$ cat src/hdl/eeprom_cfg.svh
`ifndef EEPROM_CFG_SVH
`define EEPROM_CFG_SVH

// CLK cycles per quarter of an SCL period
`define SCL_QUARTER 2

// 24C16 style device code, upper nibble of the control byte
`define EE_DEV_CODE 4'b1010

// 2 KiB array
`define EE_ADDR_W 11

`endif

$ cat src/hdl/eeprom_pkg.sv
`include "eeprom_cfg.svh"

package eeprom_pkg;

    typedef logic [7:0] ee_byte_t;
    typedef logic [`EE_ADDR_W-1:0] ee_addr_t;

    // value doubles as the R/W bit of the control byte
    typedef enum logic {
        OP_WRITE = 1'b0,
        OP_READ  = 1'b1
    } ee_op_e;

    typedef struct packed {
        ee_op_e   op;
        ee_addr_t addr;
        ee_byte_t wdata;
    } eeprom_req_t;

    typedef struct packed {
        ee_byte_t rdata;
        logic     nack;
    } eeprom_resp_t;

    typedef enum logic [1:0] {
        BK_START,
        BK_STOP,
        BK_SEND,
        BK_RECV
    } bit_kind_e;

    typedef struct packed {
        bit_kind_e kind;
        ee_byte_t  tx;
        logic      ack_bit; // sda level in the ack slot of a receive, 1 = nack
    } byte_cmd_t;

    typedef enum logic [3:0] {
        CS_IDLE,
        CS_START,
        CS_CTRL_WR,
        CS_ADDR,
        CS_DATA_WR,
        CS_RD_START,
        CS_CTRL_RD,
        CS_DATA_RD,
        CS_STOP,
        CS_ACKN
    } ctrl_state_e;

    typedef enum logic [2:0] {
        ES_IDLE,
        ES_HEAD,
        ES_STOP,
        ES_SHOUT,
        ES_SHIN
    } engine_state_e;

endpackage

$ cat src/hdl/eeprom_ctrl.sv
`include "eeprom_cfg.svh"

module eeprom_ctrl import eeprom_pkg::*; (
    input  logic         CLK,
    input  logic         RESET,
    input  logic         req_valid,
    input  eeprom_req_t  req,
    output logic         ack,
    output eeprom_resp_t resp,
    output logic         cmd_valid,
    output byte_cmd_t    cmd,
    input  logic         cmd_done,
    input  ee_byte_t     rx_byte,
    input  logic         rx_nack
);

    ctrl_state_e state;
    ctrl_state_e next_state;
    eeprom_req_t req_q;
    ee_byte_t    rdata_q;
    logic        nack_q;
    logic        sent_byte;

    function automatic ee_byte_t ctrl_byte(input ee_addr_t addr, input logic rw);
        return {`EE_DEV_CODE, addr[`EE_ADDR_W-1 -: 3], rw};
    endfunction

    assign sent_byte = (state == CS_CTRL_WR) || (state == CS_ADDR) ||
                       (state == CS_DATA_WR) || (state == CS_CTRL_RD);

    always_comb begin
        case (state)
            CS_START:    next_state = CS_CTRL_WR;
            CS_CTRL_WR:  next_state = rx_nack ? CS_STOP : CS_ADDR;
            CS_ADDR: begin
                if (rx_nack) begin
                    next_state = CS_STOP;
                end else if (req_q.op == OP_WRITE) begin
                    next_state = CS_DATA_WR;
                end else begin
                    next_state = CS_RD_START;
                end
            end
            CS_DATA_WR:  next_state = CS_STOP;
            CS_RD_START: next_state = CS_CTRL_RD;
            CS_CTRL_RD:  next_state = rx_nack ? CS_STOP : CS_DATA_RD;
            CS_DATA_RD:  next_state = CS_STOP;
            CS_STOP:     next_state = CS_ACKN;
            default:     next_state = CS_IDLE;
        endcase
    end

    // command belongs to the state just entered
    always_comb begin
        cmd.kind    = BK_STOP;
        cmd.tx      = '0;
        cmd.ack_bit = 1'b0;
        case (state)
            CS_START, CS_RD_START: cmd.kind = BK_START;
            CS_CTRL_WR: begin
                cmd.kind = BK_SEND;
                cmd.tx   = ctrl_byte(req_q.addr, OP_WRITE);
            end
            CS_ADDR: begin
                cmd.kind = BK_SEND;
                cmd.tx   = req_q.addr[7:0];
            end
            CS_DATA_WR: begin
                cmd.kind = BK_SEND;
                cmd.tx   = req_q.wdata;
            end
            CS_CTRL_RD: begin
                cmd.kind = BK_SEND;
                cmd.tx   = ctrl_byte(req_q.addr, OP_READ);
            end
            CS_DATA_RD: begin
                cmd.kind    = BK_RECV;
                cmd.ack_bit = 1'b1; // single byte read ends with nack
            end
            default: ;
        endcase
    end

    always_ff @(posedge CLK) begin
        if (RESET) begin
            state     <= CS_IDLE;
            cmd_valid <= 1'b0;
            nack_q    <= 1'b0;
        end else begin
            cmd_valid <= 1'b0;
            case (state)
                CS_IDLE: begin
                    if (req_valid) begin
                        state     <= CS_START;
                        cmd_valid <= 1'b1;
                        nack_q    <= 1'b0;
                    end
                end
                CS_ACKN: state <= CS_IDLE;
                default: begin
                    if (cmd_done) begin
                        state     <= next_state;
                        cmd_valid <= (state != CS_STOP); // every other step issues a command
                        if (sent_byte) begin
                            nack_q <= rx_nack;
                        end
                    end
                end
            endcase
        end
    end

    always_ff @(posedge CLK) begin
        if (state == CS_IDLE && req_valid) begin
            req_q <= req;
        end
        if (state == CS_DATA_RD && cmd_done) begin
            rdata_q <= rx_byte;
        end
    end

    assign ack        = (state == CS_ACKN);
    assign resp.rdata = rdata_q;
    assign resp.nack  = nack_q;

endmodule

$ cat config.mk
export PLATFORM = sky130hd
export DESIGN_NAME = eeprom_ctrl
export DESIGN_NICKNAME = d
export VERILOG_FILES = /design/src/hdl/eeprom_pkg.sv /design/src/hdl/eeprom_ctrl.sv
export VERILOG_INCLUDE_DIRS = /design/src /design/src/hdl
export SDC_FILE = /design/constraint.sdc
export NUM_CORES = 1
export LEC_CHECK = 0
export ABC_AREA = 1
export BUFFER_PORTS_ARGS = -buffer_cell sky130_fd_sc_hd__clkbuf_2
export CORE_ASPECT_RATIO = 1.2
export CORE_UTILIZATION = 51
export DETAILED_ROUTE_END_ITERATION = 6
export GPL_TIMING_DRIVEN = 0
export HOLD_SLACK_MARGIN = 0.06
export PLACE_DENSITY = 0.81
export SYNTH_ARGS = -nofsm -noshare
export SYNTH_HDL_FRONTEND = slang
export SYNTH_SLANG_ARGS = --single-unit
$ cat constraint.sdc
create_clock -name CLK -period 2.8 [get_ports CLK]
set_input_delay 0.14 -clock CLK [delete_from_list [all_inputs] [get_ports CLK]]
set_output_delay 0.14 -clock CLK [all_outputs]
set_load 0.02 [all_outputs]
==> results.ini <==
[run_status]
status=completed

[sta]
worstMarginPinSlew_ps=757
maxSlewHeadroom=0.495
rsz0062_at_grt=false
fin_crit_sh=0.696
tns_ps=0
setup_viol=0
clock_skew_ps=8.65
hold_viol=0
drv_slew=0
finalCriticalPeriod_ps=1950
setup_ws_ps=851
max_freq_mhz=513

[min_path]
hold_path.class=in2reg

[worst_setup_path]
worstPathCellList=inv_1, nor2_2, nand2_1, inv_1, nand2_1, nand3_1, clkbuf_2
slowest_delay_ps=510
cp_data_arrival_time_ps=1810
worstPathMaxFanout=6
critical_path.startpoint_type=register
crit_type=reg2out
required_ps=2660
cp_slowest_cell=dfxtp_1
path_buf_inv=3
critPathTopFamily=simple AND/OR/NAND/NOR gates
end_kind=primary output

[synth]
ys_seq_elements=34
synth_fp_nets=174
syn_area_mm2=0.00147
avgSynthCellArea_um2=10.4
ys_types=20
yosysSeqAreaShare=0.654
syn_inst=141
yosys_warnings=0

[final_layout]
areaGrowthSynthToFinish_pct=45.1
final_area_mm2=0.00213
final_layout_size_suffix_gt1_frac=0.345
num-nets-final=264
post_layout_nonfiller_instances=265
antenna_cells=0

[placement]
routabilityCongestion=0.986
dp_hpwl_um=2400
place_area_mm2=0.00178
dp_cells=228
place_ws_ps=905
portBuffers=54

[clock_network]
htreeDepth=2
cts_setup_buffers=0
cts_buffers=5
cts-resized-gates=0
clkSlewWorstSetupHoldPaths_ps=110
clock_latency_ps=340
clock-root-buffer=clkbuf_4
clock_sinks=34
cts.path.max_buffers=2
cts_tree=yes

[detailed_routing]
firstDrtPassIters=4
drt-total-wl_um=4220
avgRoutedWirePerCell_um=15.9
first_iter_violations=65
drc=0
via_per_inst=5.23
vias=1386
ant_nets=0

[global_route]
grt_pass1_wl_um=6180
grtUsageTotal=0.297
grt_max_degree=21
grt_pass1_vias=1388
globalRouteOverflowTotal=0
grt_antenna_before_repair=0

[flow_run]
cap_violations=0

[pwr]
vdd_ir_drop_max_v=0.000473
finalPower_mw=1.05
p_per_area_mw_per_mm2=491
power.leakage_nw=1.00

[floorplanning]
die-width_um=51.0
io_pins=55
initial_utilization=0.559
die_area_mm2=0.00310
dieHeight_um=60.8
placementRows=20
core_mm2=0.00263

[report_power, final]
part	internal (mW)	total (mW)	switching [mW]
Combinational	0.0681	0.155	0.0873
Sequential	0.585	0.599	0.0144
Clock	0.122	0.291	0.169
[layout make-up]
cell class / instances / area [µm²]
flip-flops and latches: 34 / 961
repair buffers: 83 / 561
fillers: 163 / 497
multi-input cells: 90 / 439
inverters: 16 / 61.3
clock buffers: 7 / 55.1
well taps: 33 / 41.3
plain buffers: 1 / 7.51
clock inverters: 1 / 5.00
[layer usage]
layer  vias to the layer above  wire length [µm]  GRT usage
met5                         -                 0          0
met4                         0               207      0.194
met3                        19               290     0.0827
met2                        78              2290      0.560
met1                       636              1440      0.280
li1                        653                 -          -
[cells in the final DEF (no fill, tap or decap)]
cell / n
a21oi_1: 5
a21oi_2: 1
a22o_1: 2
nand2_2: 5
o21bai_1: 1
nor2_1: 4
nand4_1: 2
clkbuf_2: 54
clkbuf_4: 5
buf_4: 1
dlygate4sd3_1: 29
clkbuf_8: 1
nor2_4: 2
nand2_1: 43
clkbuf_1: 1
nor2_2: 5
inv_1: 12
dfxtp_1: 6
nand3_1: 14
edfxtp_1: 28
inv_2: 3
nand2_4: 1
nor3_1: 2
clkinv_2: 2
o21ai_0: 3
[cell families (layout without fill, tap and decap cells)]
family / after synthesis / after routing / share of synthesized area
flops: 34 / 34 / 0.654
simple gates: 78 / 78 / 0.249
compound gates: 12 / 12 / 0.0503
buf+inv: 17 / 108 / 0.0468
[final timing paths]
path	depth (start not counted)	from	to	slack, ps
worst min-delay path	3	cmd_done	cmd_valid	100
worst max-delay path	7	state[1]	cmd[2]	850
worst min register to register	2	nack_q	nack_q	480
worst max register to register	5	state[1]	req_q[14]	860
[tightest hold or removal path, delay by kind of cell]
kind	cells	cell delay [ps]
AOI/OAI and AO/OA	1	60
and+or+nand+nor	1	90
buffers and inverters	1	110
[state kept, by name, indices dropped and copies added, names as in the netlist]
name / count
rdata_q: 8
state: 4
req_q: 20
nack_q: 1
cmd_valid: 1
[stage by stage]
step,util,hold slack (ps)
4_1_cts,0.811,100
3_5_place_dp,0.678,319
3_3_place_gp,0.678,316
2_1_floorplan,-,202
6_report,0.811,98.7
5_1_grt,0.811,105
[cell usage after synthesis (all sizes together)]
library cell	n	area share
a21oi	6	0.023
edfxtp	28	0.57
o21ai	3	0.010
inv	15	0.038
nor3	2	0.0068
nand2	49	0.14
nor2	11	0.047
a22o	2	0.012
dfxtp	6	0.082
o21bai	1	0.0051
buf	1	0.0051
nand3	14	0.048
nand4	2	0.0085
clkinv	1	0.0034
[timing repair]
item / CTS / global route
endpoints found under the setup margin: 0 / 0
hold endpoints to repair: 31 / 0
hold buffers: 29 / 0
(Power assumes the default switching activity.)
