===== src/hdl/eeprom_cfg.svh =====
`ifndef EEPROM_CFG_SVH
`define EEPROM_CFG_SVH

// CLK cycles per quarter of an SCL period
`define SCL_QUARTER 2

// 24C16 style device code, upper nibble of the control byte
`define EE_DEV_CODE 4'b1010

// 2 KiB array
`define EE_ADDR_W 11

`endif


===== src/hdl/eeprom_pkg.sv =====
`include "eeprom_cfg.svh"

package eeprom_pkg;

    typedef logic [7:0] ee_byte_t;
    typedef logic [`EE_ADDR_W-1:0] ee_addr_t;

    // value doubles as the R/W bit of the control byte
    typedef enum logic {
        OP_WRITE = 1'b0,
        OP_READ  = 1'b1
    } ee_op_e;

    typedef struct packed {
        ee_op_e   op;
        ee_addr_t addr;
        ee_byte_t wdata;
    } eeprom_req_t;

    typedef struct packed {
        ee_byte_t rdata;
        logic     nack;
    } eeprom_resp_t;

    typedef enum logic [1:0] {
        BK_START,
        BK_STOP,
        BK_SEND,
        BK_RECV
    } bit_kind_e;

    typedef struct packed {
        bit_kind_e kind;
        ee_byte_t  tx;
        logic      ack_bit; // sda level in the ack slot of a receive, 1 = nack
    } byte_cmd_t;

    typedef enum logic [3:0] {
        CS_IDLE,
        CS_START,
        CS_CTRL_WR,
        CS_ADDR,
        CS_DATA_WR,
        CS_RD_START,
        CS_CTRL_RD,
        CS_DATA_RD,
        CS_STOP,
        CS_ACKN
    } ctrl_state_e;

    typedef enum logic [2:0] {
        ES_IDLE,
        ES_HEAD,
        ES_STOP,
        ES_SHOUT,
        ES_SHIN
    } engine_state_e;

endpackage


===== src/hdl/i2c_byte_engine.sv =====
`include "eeprom_cfg.svh"

module i2c_byte_engine import eeprom_pkg::*; (
    input  logic      CLK,
    input  logic      RESET,
    input  logic      cmd_valid,
    input  byte_cmd_t cmd,
    output logic      cmd_done,
    output ee_byte_t  rx_byte,
    output logic      rx_nack,
    output logic      scl,
    output logic      sda_drive_low,
    input  logic      sda_in
);

    localparam int QW = $clog2(`SCL_QUARTER + 1);
    localparam logic [QW-1:0] Q_LAST = QW'(`SCL_QUARTER - 1);
    localparam logic [3:0] ACK_SLOT = 4'd8;

    // each bit: phase 0,1 scl low, phase 2,3 scl high
    engine_state_e   state;
    logic [QW-1:0]   qcnt;
    logic [1:0]      phase;
    logic [3:0]      bitcnt;
    logic            running;   // scl has left idle since the last start
    ee_byte_t        shreg;
    logic            ack_lvl;

    logic accept;
    logic quarter_end;
    logic shifting;
    logic last_bit;
    logic sample_data;

    assign accept      = (state == ES_IDLE) && cmd_valid;
    assign quarter_end = (state != ES_IDLE) && (qcnt == Q_LAST);
    assign shifting    = (state == ES_SHOUT) || (state == ES_SHIN);
    assign last_bit    = !shifting || (bitcnt == ACK_SLOT);

    // middle of scl high on a data bit
    assign sample_data = quarter_end && (phase == 2'd1 + 2'd1) && shifting
                         && (bitcnt != ACK_SLOT);

    assign rx_byte = shreg;

    // quarter counter, wraps back to zero at the end of every command
    always_ff @(posedge CLK) begin
        if (RESET) begin
            qcnt  <= '0;
            phase <= 2'd0;
        end else if (state != ES_IDLE) begin
            if (quarter_end) begin
                qcnt  <= '0;
                phase <= phase + 2'd1;
            end else begin
                qcnt <= qcnt + 1'b1;
            end
        end
    end

    always_ff @(posedge CLK) begin
        if (RESET) begin
            state         <= ES_IDLE;
            bitcnt        <= '0;
            running       <= 1'b0;
            scl           <= 1'b1;
            sda_drive_low <= 1'b0;
            cmd_done      <= 1'b0;
            rx_nack       <= 1'b0;
        end else begin
            cmd_done <= 1'b0;
            if (accept) begin
                bitcnt <= '0;
                unique case (cmd.kind)
                    BK_START: begin
                        state <= ES_HEAD;
                        scl   <= !running; // repeated start drops scl first
                    end
                    BK_STOP: begin
                        state <= ES_STOP;
                        scl   <= 1'b0;
                    end
                    BK_SEND: begin
                        state <= ES_SHOUT;
                        scl   <= 1'b0;
                    end
                    BK_RECV: begin
                        state <= ES_SHIN;
                        scl   <= 1'b0;
                    end
                endcase
            end else if (quarter_end) begin
                unique case (phase)
                    2'd0: begin
                        // middle of scl low, the only place data may move
                        case (state)
                            ES_HEAD:  sda_drive_low <= 1'b0;
                            ES_STOP:  sda_drive_low <= 1'b1;
                            ES_SHOUT: begin
                                if (bitcnt == ACK_SLOT) begin
                                    sda_drive_low <= 1'b0; // let the slave ack
                                end else begin
                                    sda_drive_low <= !shreg[7];
                                end
                            end
                            ES_SHIN: begin
                                if (bitcnt == ACK_SLOT) begin
                                    sda_drive_low <= !ack_lvl;
                                end else begin
                                    sda_drive_low <= 1'b0;
                                end
                            end
                            default: ;
                        endcase
                    end
                    2'd1: scl <= 1'b1;
                    2'd2: begin
                        // middle of scl high
                        case (state)
                            ES_HEAD:  sda_drive_low <= 1'b1; // start condition
                            ES_STOP:  sda_drive_low <= 1'b0; // stop condition
                            ES_SHOUT: begin
                                if (bitcnt == ACK_SLOT) begin
                                    rx_nack <= sda_in;
                                end
                            end
                            default: ;
                        endcase
                    end
                    2'd3: begin
                        if (last_bit) begin
                            state    <= ES_IDLE;
                            cmd_done <= 1'b1;
                            if (state == ES_HEAD) begin
                                running <= 1'b1;
                            end
                            if (state == ES_STOP) begin
                                running <= 1'b0;
                            end
                        end else begin
                            bitcnt <= bitcnt + 4'd1;
                            scl    <= 1'b0;
                        end
                    end
                endcase
            end
        end
    end

    // one register for both directions, msb first
    always_ff @(posedge CLK) begin
        if (accept) begin
            shreg   <= cmd.tx;
            ack_lvl <= cmd.ack_bit;
        end else if (sample_data) begin
            shreg <= {shreg[6:0], sda_in};
        end
    end

endmodule


===== config.mk =====
export PLATFORM = sky130hd
export DESIGN_NAME = i2c_byte_engine
export DESIGN_NICKNAME = d
export VERILOG_FILES = /design/src/hdl/eeprom_pkg.sv /design/src/hdl/i2c_byte_engine.sv
export VERILOG_INCLUDE_DIRS = /design/src /design/src/hdl
export SDC_FILE = /design/constraint.sdc
export NUM_CORES = 1
export LEC_CHECK = 0
export BUFFER_PORTS_ARGS = -buffer_cell sky130_fd_sc_hd__buf_2
export CAP_MARGIN = 20
export CORE_ASPECT_RATIO = 0.6
export CORE_MARGIN = 2
export CORE_UTILIZATION = 49
export DETAILED_ROUTE_END_ITERATION = 12
export PLACE_DENSITY = 0.72
export SETUP_SLACK_MARGIN = 0.5
export SYNTH_ARGS = -nofsm -noshare
export SYNTH_HDL_FRONTEND = slang
export SYNTH_SLANG_ARGS = --single-unit
export TNS_END_PERCENT = 50

===== constraint.sdc =====
create_clock -name CLK -period 2 [get_ports CLK]
set_input_delay 0.2 -clock CLK [delete_from_list [all_inputs] [get_ports CLK]]
set_output_delay 0.2 -clock CLK [all_outputs]
set_load 0.03 [all_outputs]

==> impl_metrics.ini <==
[placed_design]
numPortBuffers = 26
postPlaceCellArea_um2 = 1470
gp_congestion = 0.877
hpwl_mm = 1.98

[route]
dr_total_vias = 1089
wl_met2_mm = 1.65
drtIter0Drc = 85
avgViaCountPerCell = 5.47
finalWirelength_mm = 3.36
wire_per_inst_um = 16.9
maxUsedRoutingLayer = met4
firstDrtPassIters = 4
wl_met1_mm = 1.55
dr_wl_met3_um = 126
final_antenna_net_count = 0
drc = 0

[timing]
timing.final.crit_period_ps = 1720
relSlewSlack_pct = 81.9
fin_crit_sh_pct = 86.2
rsz0062_at_grt = yes
setup_viol = 0
tightest_slew_ps = 272
max_freq_ghz = 0.580
finClkSkew_ps = 8.76
hold_violations = 0
tns_ps = 0
finalMaxSlewViolations = 0

[critical_path]
path_cells = inv_2 > ha_4 > nand3b_1 > nor3b_2 > or4_4 > a32oi_2 > nor2_1
cp-end-kind = flip-flop
r2r_cells = 7
cp_slowest_cell = or4_4
reg2reg_from = bitcnt[0]
r2r_end = sda_drive_low
cp-start-kind = flip-flop
worstSetupPathType = reg2reg
path_delay_family = simple AND/OR/NAND/NOR gates
reg2reg_slack_ps = 280
required_ps = 2170
cp_max_fo = 5
worst_ep_arrival_time_ps = 1890
crit_buf_inv = 1
critPathMaxStageDelay_ps = 430

[synthesis]
synthFlopType = dfxtp_1
yosysWarnings = 0
syn_inst = 127
avgSynthCellArea_um2 = 10.6
ys_seq_area_share_pct = 43.8
yosysTopAreaCell = dfxtp_1
synthesis.nets = 151
async_reset_ff_share_pct = 0
synth_seq_cells = 25
synth-edff-count = 9
synth_cell_types = 46
yosysTopAreaCellShare_pct = 23.7
synth_area_um2 = 1350
netlist_top_cells_area = dfxtp_1, edfxtp_1, ha_1, nor2_1, mux2_2

[cts]
cts_num_sinks = 25
ctsHtreeMaxLevel = 1
cts_root_buffer = clkbuf_8
cts_tree = built
clkLatencyLatePin_ps = 280
clockBufferDepth = 2
clk_pin_slew_worst_paths_ps = 90
numCtsBuffers = 3

[final_layout]
nets = 192
drive_gt1_share_pct = 46.1
area_growth_pct = 28.4
multiInputGateArea_um2 = 764
num-fill-cells = 197
diodes = 0
final_area_um2 = 1730
seq_area_um2 = 606

[floorplan]
die_h_um = 44.6
ios = 27
rows = 14
initial_core_util_pct = 52.7
die_area_um2 = 3200
die_w_um = 71.7
core_um2 = 2560

[global_routing]
grt_use_total_pct = 20.3
grt_pass1_vias = 1019
grt_max_degree = 14
grt_remaining_overflow = 0
grt_pass1_wl_mm = 4.87
antenna_found_initial = 0

[worst_hold_path]
hold_end = ack_lvl
hp-start = cmd[0]
min_path_cells = 1
min_path_type = in2reg

[power]
total_leakage_power_nw = 0.744
total_power_w = 0.00126
p_per_area_nw_per_um2 = 726
max-vdd-ir-drop_v = 0.000526

[outcome]
status = finished clean

[job]
drv_cap = 0
power by group:
group / total, W / leakage, nW / internal [W] / switching, W
Combinational: 0.000344 / 0.502 / 0.000156 / 0.000188
Clock: 0.000308 / 0.0228 / 0.000143 / 0.000165
Sequential: 0.000607 / 0.219 / 0.000574 / 0.0000324
Total: 0.00126 / 0.744 / 0.000873 / 0.000385
state kept, by name (all words and copies together), names as in the netlist:
register and flops:
cmd_done 1, state 3, bitcnt 4, phase 2, ack_lvl 1, rx_nack 1
qcnt 2, sda_drive_low 1, scl 1, rx_byte 8, running 1
worst max-delay path by stage:
stage | slack [ps] | from | cells after the start | end
final | 280 | bitcnt[0] | 7 | sda_drive_low
after global routing | 220 | bitcnt[0] | 7 | sda_drive_low
after CTS | 350 | bitcnt[1] | 7 | sda_drive_low
after detailed placement | 240 | state[1] | 3 | rx_byte[0]
after global placement | 270 | state[2] | 3 | rx_byte[7]
after floorplan | 270 | state[1] | 6 | rx_byte[1]
cell type report:
cell class	count	area share (%)
multi-input cells	88	44.1
flip-flops and latches	25	35.0
well taps	32	2.31
inverters	9	1.95
clock buffers	4	2.60
repair buffers	41	14.0
cells in the mapped netlist, types with 2 or more instances:
| library cell | n |
|---|---|
| o21ai_0 | 2 |
| buf_6 | 2 |
| nand2b_1 | 4 |
| nor3b_1 | 2 |
| a22oi_1 | 2 |
| ha_1 | 9 |
| o22ai_1 | 2 |
| mux2_4 | 3 |
| nor3_1 | 4 |
| edfxtp_1 | 9 |
| a21oi_1 | 3 |
| xnor2_1 | 3 |
| mux2_2 | 5 |
| inv_1 | 9 |
| xor2_1 | 2 |
| nor2_1 | 17 |
| a31oi_1 | 2 |
| dfxtp_1 | 16 |
| nand2_1 | 4 |
cell usage in the layout (no fill, tap or decap), types with 4 or more instances in the layout:
| master | instances |
|---|---|
| nand2b_1 | 4 |
| buf_2 | 26 |
| dfxtp_1 | 10 |
| edfxtp_1 | 9 |
| mux2_4 | 8 |
| nor3_1 | 4 |
| inv_1 | 6 |
| buf_4 | 15 |
| ha_1 | 7 |
| nor2_1 | 17 |
| nand2_1 | 4 |
cell families after synthesis:
group,count (synthesis),synth area share [%]
AO/OA/AOI/OAI,20,10.9
XOR/XNOR,5,3.25
adder cells (fa/ha/maj),9,8.35
buffers and inverters,15,6.86
flip-flops,25,43.8
multiplexers,9,8.26
AND/OR/NAND/NOR,44,18.6
what timing repair did:
action,4_1_cts,5_1_grt
setup buffers,10,4
hold buffers,0,0
pin swaps,4,8
cloned,1,0
gates resized for setup,15,13
setup endpoints to repair,26,28
through the flow:
stage / instances / hold slack, ps / utilization [%] / setup WS (ps)
after floorplan: 127 / 299 / - / 272
after global placement: 180 / 380 / 57.4 / 267
after detailed placement: 180 / 379 / 57.4 / 242
after CTS: 195 / 94.4 / 64.2 / 345
after global routing: 199 / 87.5 / 67.7 / 223
final: 199 / 92.4 / 67.7 / 277
routing by layer:
metal	global-route usage (%)	vias to the layer above
met2	32.4	27
met3	5.47	6
met4	3.40	0
li1	-	522
met5	0	-
met1	28.4	534
No activity file was read; power rests on OpenSTA's default activity.
